## src/rtl/fetch_pkg.sv

```systemverilog
`default_nettype none

package fetch_pkg;

    // One byte of instruction memory.
    typedef logic [7:0] byte_t;

    // Byte address as the core sees it.
    // The RAM decodes only its low address bits, so addresses wrap around the RAM size.
    typedef logic [31:0] addr_t;

    // One assembled instruction word, most significant byte from the lowest address.
    typedef logic [31:0] inst_t;

    // Fetch controller states, one per cycle of the six-cycle fetch.
    // FS_B3 to FS_B0 are named after the instruction byte that arrives in that state.
    typedef enum logic [2:0] {
        FS_ISSUE = 3'd0,
        FS_WAIT  = 3'd1,
        FS_B3    = 3'd2,
        FS_B2    = 3'd3,
        FS_B1    = 3'd4,
        FS_B0    = 3'd5
    } fetch_state_t;

endpackage

`default_nettype wire

```

## src/rtl/fetch_if.sv

```systemverilog
`timescale 1ns/1ps
`default_nettype none

// Link between the program counter and the fetch controller.
// All signals belong to the clk domain.
interface fetch_if;

    import fetch_pkg::*;

    // High in the cycle in which the controller takes a new fetch address.
    logic  start;

    // Address of the next instruction to fetch, owned by the program counter.
    addr_t fetch_addr;

    // One-cycle pulse that marks inst and inst_addr as valid.
    logic  done;

    // Delivered instruction and its address.
    // Both hold their values until the next done.
    inst_t inst;
    addr_t inst_addr;

    // Fetch controller side.
    modport ctrl (
        output start,
        output done,
        output inst,
        output inst_addr,
        input  fetch_addr
    );

    // Program counter side.
    modport pc (
        output fetch_addr,
        input  start
    );

endinterface

`default_nettype wire

```

## src/rtl/pc_reg.sv

```systemverilog
`timescale 1ns/1ps
`default_nettype none

// Program counter for the fetch subsystem.
// It offers the next fetch address and advances it whenever the controller
// starts a fetch. A redirect is held pending until that next start.
module pc_reg #(
    parameter fetch_pkg::addr_t RESET_PC = '0
) (
    input  logic             clk,
    input  logic             rst_n,
    input  logic             redirect,
    input  fetch_pkg::addr_t redirect_target,
    fetch_if.pc              fif
);

    import fetch_pkg::*;

    // Pending redirect, kept until the next start consumes it.
    logic  pend_valid;
    addr_t pend_target;

    // Fetch address and pending flag.
    always_ff @(posedge clk) begin
        if (!rst_n) begin
            fif.fetch_addr <= RESET_PC;
            pend_valid     <= 1'b0;
        end else begin
            if (fif.start) begin
                // The controller takes fetch_addr at this edge, so move on to the next one.
                // A redirect in this same cycle beats an older pending target.
                if (redirect) begin
                    fif.fetch_addr <= redirect_target;
                end else if (pend_valid) begin
                    fif.fetch_addr <= pend_target;
                end else begin
                    fif.fetch_addr <= fif.fetch_addr + 32'd4;
                end
                // The redirect is used up by this start in every case.
                pend_valid <= 1'b0;
            end else if (redirect) begin
                // Between starts the redirect waits for the next one.
                pend_valid <= 1'b1;
            end
        end
    end

    // Target of the latest redirect.
    // A later redirect simply overwrites an earlier one.
    // The value only matters while pend_valid is set.
    always_ff @(posedge clk) begin
        if (redirect) begin
            pend_target <= redirect_target;
        end
    end

endmodule

`default_nettype wire

```

## src/flat_wrapper.sv

```systemverilog
// flat-port wrapper written by rule: the top's interface ports become plain ports
module pc_reg_flat import fetch_pkg::*;
#(
    parameter fetch_pkg::addr_t RESET_PC = '0
)
  (clk, rst_n, redirect, redirect_target, fif_fetch_addr, fif_start);
  fetch_if fif_i ();
  input  logic clk;
  input  logic rst_n;
  input  logic redirect;
  input  fetch_pkg::addr_t redirect_target;
  output wire logic [$bits(fif_i.fetch_addr)-1:0] fif_fetch_addr;
  input wire logic [$bits(fif_i.start)-1:0] fif_start;
  assign fif_fetch_addr = fif_i.fetch_addr;
  assign fif_i.start = fif_start;
  pc_reg #(.RESET_PC(RESET_PC)) u_core (.clk(clk), .rst_n(rst_n), .redirect(redirect), .redirect_target(redirect_target), .fif(fif_i));
endmodule
```

## config.mk

```make
export PLATFORM = sky130hd
export DESIGN_NAME = pc_reg_flat
export DESIGN_NICKNAME = d
export VERILOG_FILES = /design/src/rtl/fetch_pkg.sv /design/src/rtl/fetch_if.sv /design/src/rtl/pc_reg.sv /design/src/flat_wrapper.sv
export SDC_FILE = /design/constraint.sdc
export NUM_CORES = 1
export LEC_CHECK = 0
export ABC_CLOCK_PERIOD_IN_PS = 2100
export CAP_MARGIN = 30
export CORE_MARGIN = 2
export CORE_UTILIZATION = 45
export CTS_CLUSTER_DIAMETER = 40
export DETAILED_ROUTE_END_ITERATION = 10
export DONT_BUFFER_PORTS = 1
export HOLD_SLACK_MARGIN = 0.03
export PLACE_DENSITY = 0.59
export SLEW_MARGIN = 10
export SYNTH_ARGS = -nofsm -noshare
export SYNTH_HDL_FRONTEND = slang
export SYNTH_SLANG_ARGS = --single-unit
```

## constraint.sdc

```tcl
create_clock -name clk -period 2.1 [get_ports clk]
set_input_delay 0.63 -clock clk [delete_from_list [all_inputs] [get_ports clk]]
set_output_delay 0.63 -clock clk [all_outputs]
set_load 0.1 [all_outputs]
```

==> impl_metrics.tcl <==
set metrics [dict create \
    slew_viol_final 0 \
    clk_pin_slew_ns 0.07 \
    place_worst_setup_slack_ns 0.2322 \
    required_ns 2.38 \
    wl_mm 8.882 \
    die_area_um2 7969 \
    cpMaxStageDelayCell "or4_1" \
    hold_viol 0 \
    final_cell_mix "buf_4 (49), edfxtp_1 (32), nor2_1 (24), a22oi_1 (24), o21ai_0 (23)" \
    status "finished clean" \
    synthesis.nets 369 \
    drt_iter0_drc 179 \
    p_leak_nw 1.413 \
    timing.critical_path.buf_inv 0 \
    syn_area_um2 3272 \
    layout-drive-gt1-share_pct 26.54 \
    vias 2881 \
    cts_resized 0 \
    rsz0062_at_grt "no" \
    max_cap_viol_count 0 \
    setup_ws_ns 0.2184 \
    antenna_found_initial 0 \
    utilization_pct 54.61 \
    synthFlopType "dfxtp_1" \
    crit_path_max_fanout 6 \
    fin_crit_ns 1.882 \
    io_buffers 0 \
    insertion_delay_ns 0.35 \
    p_per_area_nw_per_um2 779.2 \
    area_growth_syn_to_layout_pct 19.12 \
    synthCells 332 \
    crit_end "u_core.fif.fetch_addr[30]" \
    crit_chain "ha_1 -> nand4_2 -> nor4_4 -> nand3_1 -> or4_1 -> o211ai_1" \
    setup_violations 0 \
    postCtsSetupBuffers 0 \
    first_pass_iters 5 \
    reg2reg_depth 6 \
    slowest_delay_ns 0.41 \
    synth_cell_type_count 57 \
    async_flop_share_pct 0 \
    postCtsHoldBufs 0 \
    gr-usage-all-layers_pct 23.72 \
    worstSetupPathType "flip-flop to flip-flop" \
    grt-ovfl-total 0 \
    crit_start "u_core.fif.fetch_addr[2]" \
    diodes 0 \
    grt_pass1_vias 2701 \
    cts_tree "built" \
    ys_warn_count 0 \
    place_hpwl_mm 6.026 \
    r2r-start "u_core.fif.fetch_addr[2]" \
    cp-start-kind "flip-flop" \
    cp.arrival_ns 2.16 \
    ir_drop_v 0.0004958 \
    grt_max_degree 74 \
    ys_ff_latch 65 \
    dieHeight_um 89.27 \
    h-tree-depth 3 \
    post_drt_wl_per_cell_um 18.82 \
    root_buffer "clkbuf_8" \
    finalCritPeriodShare_pct 89.60 \
    syn_area_per_cell_um2 9.855 \
    initial_utilization_pct 45.85 \
    yosysSeqAreaShare_pct 49.56 \
    place_congestion 0.8871 \
    die-width_um 89.27 \
    via_per_inst 6.104 \
    final_antenna_net_count 0 \
    worstMarginPinSlew_ns 0.5369 \
    grt_pass1_wl_mm 14.10 \
    core_um2 7137 \
    tns_ns 0 \
    endpoint_kind "flip-flop" \
    r2r_end "u_core.fif.fetch_addr[30]" \
    synth_edf_count 32 \
    nets 405 \
    regToRegSetupSlack_ns 0.22 \
    skew_ns 0.008370 \
    cts_sinks 65 \
    clockBufferDepth 2 \
    fmax_mhz 531.5 \
    path_delay_family "simple AND/OR/NAND/NOR gates" \
    cts-buffers-inserted 9 \
    cp.depth 6 \
    row_count 31 \
    drc 0 \
    relSlewSlack_pct 64.17 \
    hp-class "input pin to flip-flop" \
    final_common_cell "buf_4" \
    ios 68 \
]
-- worst min path at each step --
stage | startpoint | to | cells after the start
global placement | u_core.fif.fetch_addr[25] | u_core.fif.fetch_addr[25] | 2
global route | redirect_target[0] | u_core.pend_target[0] | 0
detailed placement | u_core.fif.fetch_addr[25] | u_core.fif.fetch_addr[25] | 2
floorplan | u_core.pend_target[6] | u_core.fif.fetch_addr[6] | 2
CTS | fif_start | u_core.pend_valid | 1
finish | fif_start | u_core.fif.fetch_addr[1] | 1
-- registers in the layout (all words and copies together) (netlist names) --
register and count:
u_core.pend_valid 1, u_core.pend_target 32, u_core.fif.fetch_addr 32
-- metal layers --
layer | up-vias | GRT usage, % | share of wire (%)
met5 | - | 0 | 0
met4 | 0 | 9.905 | 2.0
met3 | 15 | 6.833 | 7.6
met2 | 97 | 35.82 | 45
met1 | 1376 | 31.89 | 45
li1 | 1393 | - | -
-- kinds of logic after synthesis --
kind of cell             share of synthesized area (%)
AND/OR/NAND/NOR                                  18.36
buffers and inverters                            3.901
AO/OA/AOI/OAI                                    26.23
adder cells (fa/ha/maj)                         0.3823
multiplexers                                     1.568
flip-flops                                       49.56
-- stage by stage --
stage                     area [um^2]  instances  hold slack, ns  power (mW)
after floorplan                  3319        332          0.4799       1.952
after global placement           3720        456          0.4970       2.053
after detailed placement         3720        456          0.5071       2.056
after CTS                        3897        472          0.3574       3.063
after global routing             3897        472          0.3554       3.164
final                            3897        472          0.3676       3.037
-- final cells by class --
cell class              count  area [um^2]
clock buffers              11        131.4
clock inverters             5        46.29
fillers                   665         3239
inverters                   9        33.78
multi-input cells         234         1525
flip-flops and latches     65         1669
well taps                  99        123.9
repair buffers             49        367.9
-- power breakdown --
part	switching (mW)	total (mW)	internal, mW
sequential	0.0546	1.48	1.42
clock	0.472	1.01	0.535
combinational	0.409	0.552	0.143
-- synth_stat cells (all sizes together) (2+ instances only) --
| library cell | number | area share, % |
|---|---|---|
| a211oi | 2 | 0.46 |
| o21bai | 2 | 0.46 |
| o21ai | 23 | 3.5 |
| nor4 | 5 | 1.6 |
| a21oi | 18 | 2.8 |
| buf | 5 | 0.69 |
| nand2 | 20 | 2.3 |
| clkbuf | 19 | 2.2 |
| a32o | 5 | 1.5 |
| or3 | 2 | 0.38 |
| a21o | 3 | 0.69 |
| o22ai | 2 | 0.38 |
| nor2 | 25 | 2.9 |
| dfxtp | 33 | 20 |
| a22oi | 24 | 5.5 |
| o31ai | 4 | 0.92 |
| or2 | 2 | 0.38 |
| or4 | 3 | 0.69 |
| a31o | 2 | 0.54 |
| and4 | 3 | 0.80 |
| nand3 | 16 | 2.6 |
| edfxtp | 32 | 29 |
| a311oi | 2 | 0.54 |
| o41ai | 5 | 1.3 |
| inv | 8 | 0.92 |
| a221o | 2 | 0.61 |
| nand4 | 13 | 3.1 |
| o211ai | 2 | 0.46 |
| a22o | 3 | 0.80 |
| nor3 | 9 | 2.2 |
| and3 | 4 | 0.76 |
| mux2i | 4 | 1.2 |
| a31oi | 10 | 1.9 |
| o221ai | 2 | 0.54 |
| a221oi | 4 | 1.1 |
Note: power is estimated with default switching activity, not from simulation.
