## config.mk

```make
export PLATFORM = sky130hd
export DESIGN_NAME = mem_control_flat
export DESIGN_NICKNAME = d
export VERILOG_FILES = /design/src/rtl/fetch_pkg.sv /design/src/rtl/fetch_if.sv /design/src/rtl/mem_control.sv /design/src/flat_wrapper.sv
export SDC_FILE = /design/constraint.sdc
export NUM_CORES = 1
export LEC_CHECK = 0
export BUFFER_PORTS_ARGS = -buffer_cell sky130_fd_sc_hd__buf_2
export CORE_ASPECT_RATIO = 1.4
export CORE_UTILIZATION = 55
export CTS_CLUSTER_DIAMETER = 100
export DETAILED_ROUTE_END_ITERATION = 7
export PLACE_DENSITY = 0.85
export SYNTH_ARGS = -nofsm -noshare
export SYNTH_HDL_FRONTEND = slang
export SYNTH_SLANG_ARGS = --single-unit
```

## constraint.sdc

```tcl
create_clock -name clk -period 4.75 [get_ports clk]
set_input_delay 0.475 -clock clk [delete_from_list [all_inputs] [get_ports clk]]
set_output_delay 0.475 -clock clk [all_outputs]
set_load 0.005 [all_outputs]
```

## src/rtl/fetch_pkg.sv

```systemverilog
`default_nettype none

package fetch_pkg;

    // One byte of instruction memory.
    typedef logic [7:0] byte_t;

    // Byte address as the core sees it.
    // The RAM decodes only its low address bits, so addresses wrap around the RAM size.
    typedef logic [31:0] addr_t;

    // One assembled instruction word, most significant byte from the lowest address.
    typedef logic [31:0] inst_t;

    // Fetch controller states, one per cycle of the six-cycle fetch.
    // FS_B3 to FS_B0 are named after the instruction byte that arrives in that state.
    typedef enum logic [2:0] {
        FS_ISSUE = 3'd0,
        FS_WAIT  = 3'd1,
        FS_B3    = 3'd2,
        FS_B2    = 3'd3,
        FS_B1    = 3'd4,
        FS_B0    = 3'd5
    } fetch_state_t;

endpackage

`default_nettype wire

```

## src/rtl/fetch_if.sv

```systemverilog
`timescale 1ns/1ps
`default_nettype none

// Link between the program counter and the fetch controller.
// All signals belong to the clk domain.
interface fetch_if;

    import fetch_pkg::*;

    // High in the cycle in which the controller takes a new fetch address.
    logic  start;

    // Address of the next instruction to fetch, owned by the program counter.
    addr_t fetch_addr;

    // One-cycle pulse that marks inst and inst_addr as valid.
    logic  done;

    // Delivered instruction and its address.
    // Both hold their values until the next done.
    inst_t inst;
    addr_t inst_addr;

    // Fetch controller side.
    modport ctrl (
        output start,
        output done,
        output inst,
        output inst_addr,
        input  fetch_addr
    );

    // Program counter side.
    modport pc (
        output fetch_addr,
        input  start
    );

endinterface

`default_nettype wire

```

## src/rtl/mem_control.sv

```systemverilog
`timescale 1ns/1ps
`default_nettype none

// Byte-serial instruction fetch controller.
// Each fetch takes six cycles. The controller takes the address, reads four bytes
// from the byte RAM, one per cycle, and packs them most significant byte first.
// Then it delivers the word with a one-cycle done pulse.
module mem_control (
    input  logic             clk,
    input  logic             rst_n,
    output fetch_pkg::addr_t ram_addr,
    input  fetch_pkg::byte_t ram_rdata,
    fetch_if.ctrl            fif
);

    import fetch_pkg::*;

    fetch_state_t state;

    // Address of the instruction being fetched.
    addr_t base_addr;

    // Upper three bytes of the word being assembled.
    // The last byte goes straight from the RAM into inst.
    logic [31:8] asm_hi;

    // Start is decoded from the state, so the first cycle after reset already issues.
    assign fif.start = (state == FS_ISSUE);

    // State sequence and delivered outputs.
    always_ff @(posedge clk) begin
        if (!rst_n) begin
            state         <= FS_ISSUE;
            fif.done      <= 1'b0;
            fif.inst      <= '0;
            fif.inst_addr <= '0;
        end else begin
            // Done is a single-cycle pulse unless FS_B0 sets it below.
            fif.done <= 1'b0;
            case (state)
                FS_ISSUE: begin
                    state <= FS_WAIT;
                end
                FS_WAIT: begin
                    state <= FS_B3;
                end
                FS_B3: begin
                    state <= FS_B2;
                end
                FS_B2: begin
                    state <= FS_B1;
                end
                FS_B1: begin
                    state <= FS_B0;
                end
                FS_B0: begin
                    // The lowest byte arrives now, so the word is complete.
                    // inst changes only here, which keeps it stable during the next fetch.
                    fif.inst      <= {asm_hi, ram_rdata};
                    fif.inst_addr <= base_addr;
                    fif.done      <= 1'b1;
                    state         <= FS_ISSUE;
                end
                default: begin
                    state <= FS_ISSUE;
                end
            endcase
        end
    end

    // Address sequencing and byte capture.
    // The RAM read is registered, so each byte comes back two states after
    // its address is loaded into ram_addr.
    always_ff @(posedge clk) begin
        case (state)
            FS_ISSUE: begin
                // Take the address from the program counter and begin at byte 0.
                base_addr <= fif.fetch_addr;
                ram_addr  <= fif.fetch_addr;
            end
            FS_WAIT: begin
                ram_addr <= base_addr + 32'd1;
            end
            FS_B3: begin
                // Byte at the lowest address.
                asm_hi[31:24] <= ram_rdata;
                ram_addr      <= base_addr + 32'd2;
            end
            FS_B2: begin
                asm_hi[23:16] <= ram_rdata;
                ram_addr      <= base_addr + 32'd3;
            end
            FS_B1: begin
                asm_hi[15:8] <= ram_rdata;
            end
            default: begin
                // FS_B0 waits for the last byte that is already in flight.
                ram_addr <= ram_addr;
            end
        endcase
    end

endmodule

`default_nettype wire

```

## src/flat_wrapper.sv

```systemverilog
// flat-port wrapper written by rule: the top's interface ports become plain ports
module mem_control_flat import fetch_pkg::*;
  (clk, rst_n, ram_addr, ram_rdata, fif_start, fif_done, fif_inst, fif_inst_addr, fif_fetch_addr);
  fetch_if fif_i ();
  input  logic clk;
  input  logic rst_n;
  output fetch_pkg::addr_t ram_addr;
  input  fetch_pkg::byte_t ram_rdata;
  output wire logic [$bits(fif_i.start)-1:0] fif_start;
  output wire logic [$bits(fif_i.done)-1:0] fif_done;
  output wire logic [$bits(fif_i.inst)-1:0] fif_inst;
  output wire logic [$bits(fif_i.inst_addr)-1:0] fif_inst_addr;
  input wire logic [$bits(fif_i.fetch_addr)-1:0] fif_fetch_addr;
  assign fif_start = fif_i.start;
  assign fif_done = fif_i.done;
  assign fif_inst = fif_i.inst;
  assign fif_inst_addr = fif_i.inst_addr;
  assign fif_i.fetch_addr = fif_fetch_addr;
  mem_control u_core (.clk(clk), .rst_n(rst_n), .ram_addr(ram_addr), .ram_rdata(ram_rdata), .fif(fif_i));
endmodule
```

==> impl_metrics.tcl, run 1 <==
set metrics [dict create \
    antenna_found_initial 0 \
    placedCellCount 927 \
    drv_slew 0 \
    yosysMostFrequentCell "nand2_1" \
    cts_made_buffers 17 \
    drive_above_1_share_pct 23.6 \
    startpoint_type "register" \
    grt_pass1_vias 5663 \
    initial_core_util_pct 56.8 \
    drtAntennaViolNets 0 \
    grt_start_max_net_pins 68 \
    synthCells 681 \
    yosys_warnings 0 \
    slew_headroom_pct 20.9 \
    cpPeakStageDelay_ps 660 \
    clock-sinks 156 \
    cts_tree "yes" \
    cp.required_ps 5050 \
    design_area_mm2 0.00815 \
    final-hold-violation-count 0 \
    irDropWorstVdd_mv 0.265 \
    fin_crit_sh_pct 76.3 \
    status "complete, no violations" \
    dominantRegCellSynth "edfxtp_1" \
    first_pass_iters 6 \
    cp-end-kind "register" \
    hold_path.class "in2reg" \
    ff2ff_setup_slack_ps 1130 \
    portBuffers 139 \
    tightest_slew_ps 1190 \
    grtUsageTotal_pct 30.1 \
    slowest_stage "or4_1" \
    placementRows 47 \
    setup_violations 0 \
    max_freq_ghz 0.276 \
    synthToLayoutAreaGrowth_pct 20.2 \
    synth_top_cell_by_area "edfxtp_1" \
    async_flop_share_pct 0 \
    drc_errors 0 \
    antenna_cells 0 \
    grt_pass1_wl_um 28900 \
    p_per_area_mw_per_mm2 420 \
    synth_edf_count 88 \
    post_cts_buffers 0 \
    ys_seq_elements 156 \
    vias_per_cell 6.11 \
    dpl_worst_slack_ps 1180 \
    hold_buffers 0 \
    post-dp-hpwl_um 12800 \
    wl_per_cell_um 19.6 \
    die_width_um 95.8 \
    rsz0062_at_grt "false" \
    critPathMaxFanout 13 \
    fin_setup_tns_ps 0 \
    period_minus_slack_ps 3620 \
    grt_overflow 0 \
    clock_latency_ps 430 \
    synth_area_per_cell_um2 9.96 \
    place.gp.congestion 0.917 \
    fill_cells 928 \
    drt_iter0_markers 487 \
    ys_seq_area_share_pct 59.0 \
    crit_arrival_ps 3920 \
    final_nets 844 \
    layout_setup_ws_ps 1130 \
    cts_htree_levels 4 \
    hold_slack_ps 242 \
    syn_area_mm2 0.00678 \
    fin_cells 959 \
    cts_resized 0 \
    synth_cell_types 50 \
    placed_cell_area_mm2 0.00755 \
    synth_commonest_cells "nand2_1 (159), edfxtp_1 (88), a21oi_1 (87)" \
    ios 140 \
    worstSetupPathType "reg2reg" \
    leakage_uw 0.00311 \
    synth_area_leaders "edfxtp_1 (39%), dfxtp_1 (20%), nand2_1 (8.8%)" \
    synth_fp_nets 726 \
    core_area_mm2 0.0119 \
    synth_top_area_share_pct 39.0 \
    die_h_um 133 \
    clock_path_buffers 2 \
    cts_root_buf "clkbuf_16" \
    path_clk_slew_ps 70 \
    wirelength_um 18800 \
    num_vias 5855 \
    cap_violations 0 \
    crit_chain "clkinv_1, nor2_1, buf_4, nand2_1, inv_1, ha_1, a21oi_1, or4_1, or4_1, a21oi_1, a221o_1" \
    skew_ps 9.55 \
    dieArea_mm2 0.0128 \
]
critical path, delay by kind of cell, from the launching register on:
kind	cells	cell delay, ps
buffers and inverters	3	880
flip-flops	1	500
AO/OA/AOI/OAI	3	350
adder cells (fa/ha/maj)	1	260
AND/OR/NAND/NOR	4	1490
power breakdown:
group	total, µW	switching, µW	internal (µW)	leakage, µW
Clock	1400	583	819	0.000295
Sequential	1660	101	1550	0.00142
Combinational	368	217	151	0.00140
cells in the final DEF, fill, tap and decap left out, types with 6 or more instances in the layout:
| cell | netlist | routed |
|---|---|---|
| or3_1 | 10 | 9 |
| buf_2 | 6 | 139 |
| buf_4 | 3 | 11 |
| xor2_1 | 11 | 11 |
| nor3_1 | 12 | 10 |
| a21oi_1 | 87 | 87 |
| a221o_1 | 15 | 15 |
| or4_1 | 6 | 6 |
| nand4_1 | 15 | 15 |
| nor2_1 | 17 | 17 |
| nand3_1 | 22 | 22 |
| dfxtp_1 | 68 | 68 |
| clkbuf_16 | 0 | 18 |
| o22ai_1 | 10 | 10 |
| nor4_1 | 9 | 9 |
| o221ai_1 | 6 | 6 |
| inv_1 | 12 | 11 |
| edfxtp_1 | 88 | 88 |
| nand2_1 | 159 | 159 |
| xnor2_1 | 12 | 12 |
| and4_1 | 6 | 6 |
| o21ai_0 | 17 | 17 |
kinds of logic after synthesis:
family	Yosys count	share of synthesized area (%)
buffers and inverters	65	3.89
AOI/OAI and AO/OA	163	14.9
and+or+nand+nor	271	18.5
DFF	156	59.0
adders and majority gates	3	0.664
xor gates and xnor gates	23	2.97
layer usage:
metal  track usage (%)  routed length, µm  share of wire, %
met1              35.0               7050                37
met2              52.2               9820                52
met3              7.13               1450               7.7
met4              12.7                523               2.8
met5                 0                  0                 0
state kept, by name, summed over array words and instances, names as in the netlist:
register	flops
u_core.asm_hi	24
u_core.state	3
u_core.fif.inst	32
u_core.fif.inst_addr	32
u_core.base_addr	32
u_core.ram_addr	32
u_core.fif.done	1
final timing paths:
check / start / endpoint / depth (start not counted)
worst max-delay path: u_core.state[0]$_SDFF_PN0_ / u_core.ram_addr[29]$_DFFE_PP_ / 11
worst min register to register: u_core.fif.inst[1]$_SDFFE_PN0P_ / u_core.fif.inst[1]$_SDFFE_PN0P_ / 2
worst min-delay path: fif_fetch_addr[14] / u_core.base_addr[14]$_DFFE_PP_ / 1
worst max register to register: u_core.state[0]$_SDFF_PN0_ / u_core.ram_addr[29]$_DFFE_PP_ / 11
stage by stage:
step           total power [µW]  utilization (%)
5_1_grt                    3520             68.3
3_5_place_dp               2040             63.2
4_1_cts                    3420             68.3
2_1_floorplan              1870                -
6_report                   3430             68.3
3_3_place_gp               2030             63.2
area by class of cell:
class | instances | area (µm²) | share of cell area, %
tap | 147 | 184 | 2.26
clock inverter | 13 | 151 | 1.86
inverter | 14 | 52.6 | 0.645
clock buffer | 19 | 454 | 5.57
timing repair buffer | 150 | 778 | 9.55
sequential | 156 | 4000 | 49.1
multi-input combinational | 460 | 2530 | 31.0
Note: power is estimated with default switching activity, not from simulation.
==> run 2, diff against run 1 <==
Settings changed: ABC_AREA from default to 1, CORE_UTILIZATION 55 to 50, PLACE_DENSITY 0.85 to 0.81.
Clock period 4.75 ns to 3.03 ns, I/O delays scaled along.
==> impl_metrics.tcl, run 2 <==
set metrics [dict create \
    status "complete, no violations" \
    vias_per_cell 5.20 \
    hp-start "fif_fetch_addr[9]" \
    clock_latency_ps 420 \
    hold_path_end "u_core.base_addr[9]$_DFFE_PP_" \
    yosys_warnings 0 \
    wl_per_cell_um 15.2 \
    path_clk_slew_ps 70 \
    layout_common_cells "nand2_1 (159), buf_2 (139), inv_1 (122)" \
    cap_violations 0 \
    die_h_um 143 \
    ios 140 \
    leakage_uw 0.00361 \
    num_vias 6063 \
    crit_arrival_ps 2580 \
    ys_seq_area_share_pct 56.1 \
    grt_overflow 0 \
    irDropWorstVdd_mv 0.287 \
    yosysMostFrequentCell "nand2_1" \
    core_area_mm2 0.0139 \
    setup_violations 0 \
    place.gp.congestion 0.918 \
    skew_ps 12.9 \
    fin_setup_tns_ps 0 \
    synthCells 830 \
    grt_util_met1_pct 28.6 \
    r2r_end "u_core.ram_addr[29]$_DFFE_PP_" \
    worstSetupPathType "reg2reg" \
    die_width_um 103 \
    fin_crit_sh_pct 79.7 \
    hold_buffers 0 \
    synth_area_leaders "edfxtp_1 (37%), dfxtp_1 (19%), nand2_1 (8.4%)" \
    clock_path_buffers 2 \
    gr-usage-met3_pct 4.86 \
    drtAntennaViolNets 0 \
    grtUsageTotal_pct 25.0 \
    drt_iter0_markers 454 \
    post-dp-hpwl_um 12300 \
    max_freq_ghz 0.414 \
    cts_root_buf "clkbuf_16" \
    synth_edf_count 88 \
    r2r_start "u_core.state[2]$_SDFF_PN0_" \
    synth_fp_nets 875 \
    syn_area_mm2 0.00714 \
    cp-end-kind "register" \
    grt_start_max_net_pins 49 \
    total_power_uw 5170 \
    fill_cells 1243 \
    dominantRegCellSynth "edfxtp_1" \
    period_minus_slack_ps 2420 \
    drc_errors 0 \
    critPathMaxFanout 10 \
    hold_depth 1 \
    slew_headroom_pct 22.7 \
    synth_area_per_cell_um2 8.60 \
    hold_path.class "in2reg" \
    tightest_slew_ps 1160 \
    synthToLayoutAreaGrowth_pct 20.6 \
    rsz0062_at_grt "false" \
    cts_resized 0 \
    post_cts_buffers 0 \
    busiest_layer "met2" \
    p_per_area_mw_per_mm2 600 \
    portBuffers 139 \
    drive_above_1_share_pct 22.4 \
    drv_slew 0 \
    initial_core_util_pct 51.3 \
    final_common_cell "nand2_1" \
    cts_made_buffers 17 \
    synth_top_cell_by_area "edfxtp_1" \
    cts_htree_levels 4 \
    grt_pass1_wl_um 27600 \
    met2_usage_pct 44.8 \
    final-hold-violation-count 0 \
    async_flop_share_pct 0 \
    reg2regPathDepth 11 \
    wirelength_um 17800 \
    antenna_found_initial 1 \
    first_pass_iters 5 \
    final_nets 1011 \
    ys_seq_elements 156 \
    startpoint_type "register" \
    dieArea_mm2 0.0148 \
    synth_top_area_share_pct 37.0 \
    grt_pass1_vias 5719 \
    placementRows 51 \
    cp.required_ps 3190 \
    synth_commonest_cells "nand2_1 (159), inv_1 (122), nand3_1 (116)" \
    clock-sinks 156 \
    cts_tree "yes" \
    synth_cell_types 27 \
    ff2ff_setup_slack_ps 610 \
]
==> run 2: cell count changes in the layout (fill, tap and decap cells not counted), sizes merged, moves of 16 or more <==
cell | previous run | this run
o21ai | 17 | 88
nor2 | 17 | 59
nand4 | 16 | 0
nand3 | 22 | 116
inv | 21 | 128
==> run 2: final cells by class <==
cell class                 count  area [µm²]  share of cell area, %
antenna                        2        5.00                 0.0581
clock buffer                  22         475                   5.52
clock inverter                10         103                   1.19
inverter                     124         465                   5.40
multi-input combinational    520        2550                   29.6
sequential                   156        4000                   46.5
tap                          185         231                   2.69
timing repair buffer         147         781                   9.06
==> run 2: where the power goes <==
| part | total [µW] | switching, µW | internal [µW] |
|---|---|---|---|
| sequential | 2540 | 118 | 2420 |
| clock | 2080 | 862 | 1220 |
| combinational | 555 | 351 | 203 |
| total | 5170 | 1330 | 3840 |
==> run 2: routing by layer <==
| layer | share of wire [%] | vias up | wire [µm] |
|---|---|---|---|
| met5 | 0 | - | 0 |
| met4 | 2.4 | 0 | 421 |
| met3 | 5.9 | 32 | 1040 |
| met2 | 52 | 222 | 9190 |
| met1 | 40 | 2787 | 7120 |
| li1 | - | 3022 | - |
==> run 2: worst max-delay path, stage by stage (launching register included) <==
cell	delay [ps]
dfxtp_1	450
inv_1	90
nand3_1	140
inv_1	200
ha_1	350
nand3_1	80
nand2_1	180
nand2_1	220
nor2_4	180
nand3_1	90
nand3_1	100
nand3_1	70
==> run 2: how the worst max path moves through the flow <==
stage                     cells after the start                       start                            end  slack, ps
after floorplan                              12  u_core.state[2]$_SDFF_PN0_  u_core.ram_addr[21]$_DFFE_PP_        270
after global placement                       11  u_core.state[2]$_SDFF_PN0_  u_core.ram_addr[29]$_DFFE_PP_        760
after detailed placement                     11  u_core.state[2]$_SDFF_PN0_  u_core.ram_addr[17]$_DFFE_PP_        640
after CTS                                    11  u_core.state[2]$_SDFF_PN0_  u_core.ram_addr[29]$_DFFE_PP_        620
after global routing                         11  u_core.state[2]$_SDFF_PN0_  u_core.ram_addr[17]$_DFFE_PP_        420
final                                        11  u_core.state[2]$_SDFF_PN0_  u_core.ram_addr[29]$_DFFE_PP_        610
==> run 2: cell families (layout without fill, tap and decap cells) <==
kind of cell / Yosys count / in the layout / synth area share [%]
AO/OA/AOI/OAI: 167 / 167 / 12.0
adder cells (fa/ha/maj): 3 / 3 / 0.631
buffers and inverters: 154 / 303 / 8.43
flip-flops: 156 / 156 / 56.1
other: 0 / 2 / 0
AND/OR/NAND/NOR: 350 / 350 / 22.9
==> run 2: metrics by stage <==
step,cell area (µm²),setup slack (ps),instances,utilization [%],hold WS [ps]
global route,8610,423,1165,61.9,53.8
CTS,8610,620,1164,61.9,54.2
floorplan,7140,273,830,-,402
global placement,8030,758,1132,57.7,428
finish,8610,615,1166,61.9,68.7
detailed placement,8030,639,1132,57.7,432
==> run 3, diff against run 2 <==
Clock period 3.03 ns to 2.2 ns, I/O delays scaled along.
==> impl_metrics.tcl, run 3 (synthesis gave the netlist of run 2 again) <==
set metrics [dict create \
    power_frac_comb_pct 11.6 \
    hold_depth 1 \
    p_sw_uw 1830 \
    hp-start "fif_fetch_addr[2]" \
    slowest_stage "fa_2" \
    grt_start_max_net_pins 54 \
    vias_per_cell 5.26 \
    layout_common_cells "nand2_1 (157), buf_2 (139), inv_1 (120)" \
    post-dp-hpwl_um 13000 \
    dr.max_layer_used "met4" \
    hold_path.class "in2reg" \
    placementRows 51 \
    fin_crit_sh_pct 94.6 \
    r2r_start "u_core.state[1]$_SDFF_PN0_" \
    cts_tree "yes" \
    irDropWorstVdd_mv 0.439 \
    met3_length_um 1160 \
    synthToLayoutAreaGrowth_pct 26.1 \
    startpoint_type "register" \
    cts_resized 0 \
    grt_pass1_wl_um 28600 \
    worstSetupPathType "reg2reg" \
    drt_iter0_markers 424 \
    final_common_cell "nand2_1" \
    startpoint "u_core.state[1]$_SDFF_PN0_" \
    antenna_cells 0 \
    cp.required_ps 2370 \
    crit_chain "nand3_2, fa_2, nor2_4, nand2_2, nor2_4, nand3_1, nand3_1, nand3_1" \
    first_pass_iters 7 \
    drtAntennaViolNets 0 \
    leakage_uw 0.00377 \
    max_freq_ghz 0.480 \
    antenna_found_initial 0 \
    cp-end-kind "register" \
    cp_common_cell "nand3_1" \
    met2_length_um 9760 \
    fin_setup_tns_ps 0 \
    ios 140 \
    p_int_uw 5450 \
    clkPwrFrac_pct 40.5 \
    dieArea_mm2 0.0148 \
    switching_share_pct 25.2 \
    final_core_util_pct 64.7 \
    wirelength_met1_um 6850 \
    fill_cells 1233 \
    grt_pass1_vias 5957 \
    slew_headroom_pct 53.4 \
    portBuffers 139 \
    clock-sinks 156 \
    cpPeakStageDelay_ps 430 \
    layout_setup_ws_ps 118 \
    wl_per_cell_um 15.2 \
    initial_core_util_pct 51.3 \
    cap_violations 0 \
    wirelength_um 18300 \
    setup_violations 0 \
    num_vias 6317 \
    die_width_um 103 \
    tightest_slew_ps 697 \
    p_per_area_mw_per_mm2 808 \
    drc_errors 0 \
    final_nets 1047 \
    drv_slew 0 \
    die_h_um 143 \
    critPathMaxFanout 8 \
    clock_path_buffers 2 \
    skew_ps 9.64 \
    grtUsageTotal_pct 25.8 \
    cts_made_buffers 17 \
    rsz0062_at_grt "false" \
    core_area_mm2 0.0139 \
    cts_htree_levels 4 \
    place.gp.congestion 0.907 \
    path_clk_slew_ps 60 \
    status "complete, no violations" \
    period_minus_slack_ps 2080 \
    dpl_worst_slack_ps 189 \
    crit_arrival_ps 2250 \
    final-hold-violation-count 0 \
    p_seq_share_pct 47.9 \
    grt_overflow 0 \
    clock_latency_ps 420 \
    cts_root_buf "clkbuf_16" \
    reg2regPathDepth 8 \
    drive_above_1_share_pct 22.9 \
]
## run 3: worst max-delay path, delay by kind of cell (launching register included)
| family | cells | cell delay, ps |
|---|---|---|
| fa+ha+maj | 1 | 430 |
| simple gates | 7 | 970 |
| flops | 1 | 420 |
## run 3: metal layers
layer	global-route usage (%)	vias up
li1	-	3099
met1	28.1	2931
met2	47.6	247
met3	5.16	40
met4	11.2	0
met5	0	-
## run 3: path summary, 6_finish.rpt
path / slack, ps / to
max: 120 / u_core.ram_addr[24]$_DFFE_PP_
max reg2reg: 120 / u_core.ram_addr[24]$_DFFE_PP_
min: 8 / u_core.base_addr[2]$_DFFE_PP_
min reg2reg: 440 / u_core.fif.inst[1]$_SDFFE_PN0P_
## run 3: power by group through the flow
stage	clock, µW	combinational [µW]	sequential [µW]
after CTS	2980	842	3480
after detailed placement	0	801	3540
after floorplan	0	432	3510
after global routing	3080	942	3510
final	2950	845	3490
after global placement	0	783	3540
## run 3: area by class of cell
cell class	count	area, µm²	share of cell area (%)
sequential	156	4010	44.5
multi-input combinational	520	2570	28.5
timing repair buffer	183	1150	12.7
inverter	124	472	5.24
clock buffer	22	444	4.93
tap	185	231	2.57
clock inverter	10	140	1.56
## run 3: what timing repair did
item                                    CTS  global route
endpoints found under the setup margin    0             0
setup buffers                             0             0
hold buffers                             26             2
hold endpoints to repair                 26             2
## run 3: per-stage QoR
stage	power, µW	area (µm²)	hold WS (ps)	std cells
after floorplan	3940	7160	319	830
after global placement	4320	8140	412	1140
after detailed placement	4340	8140	413	1140
after CTS	7300	8980	0.860	1198
after global routing	7530	9000	2.58	1200
final	7280	9000	8.05	1200
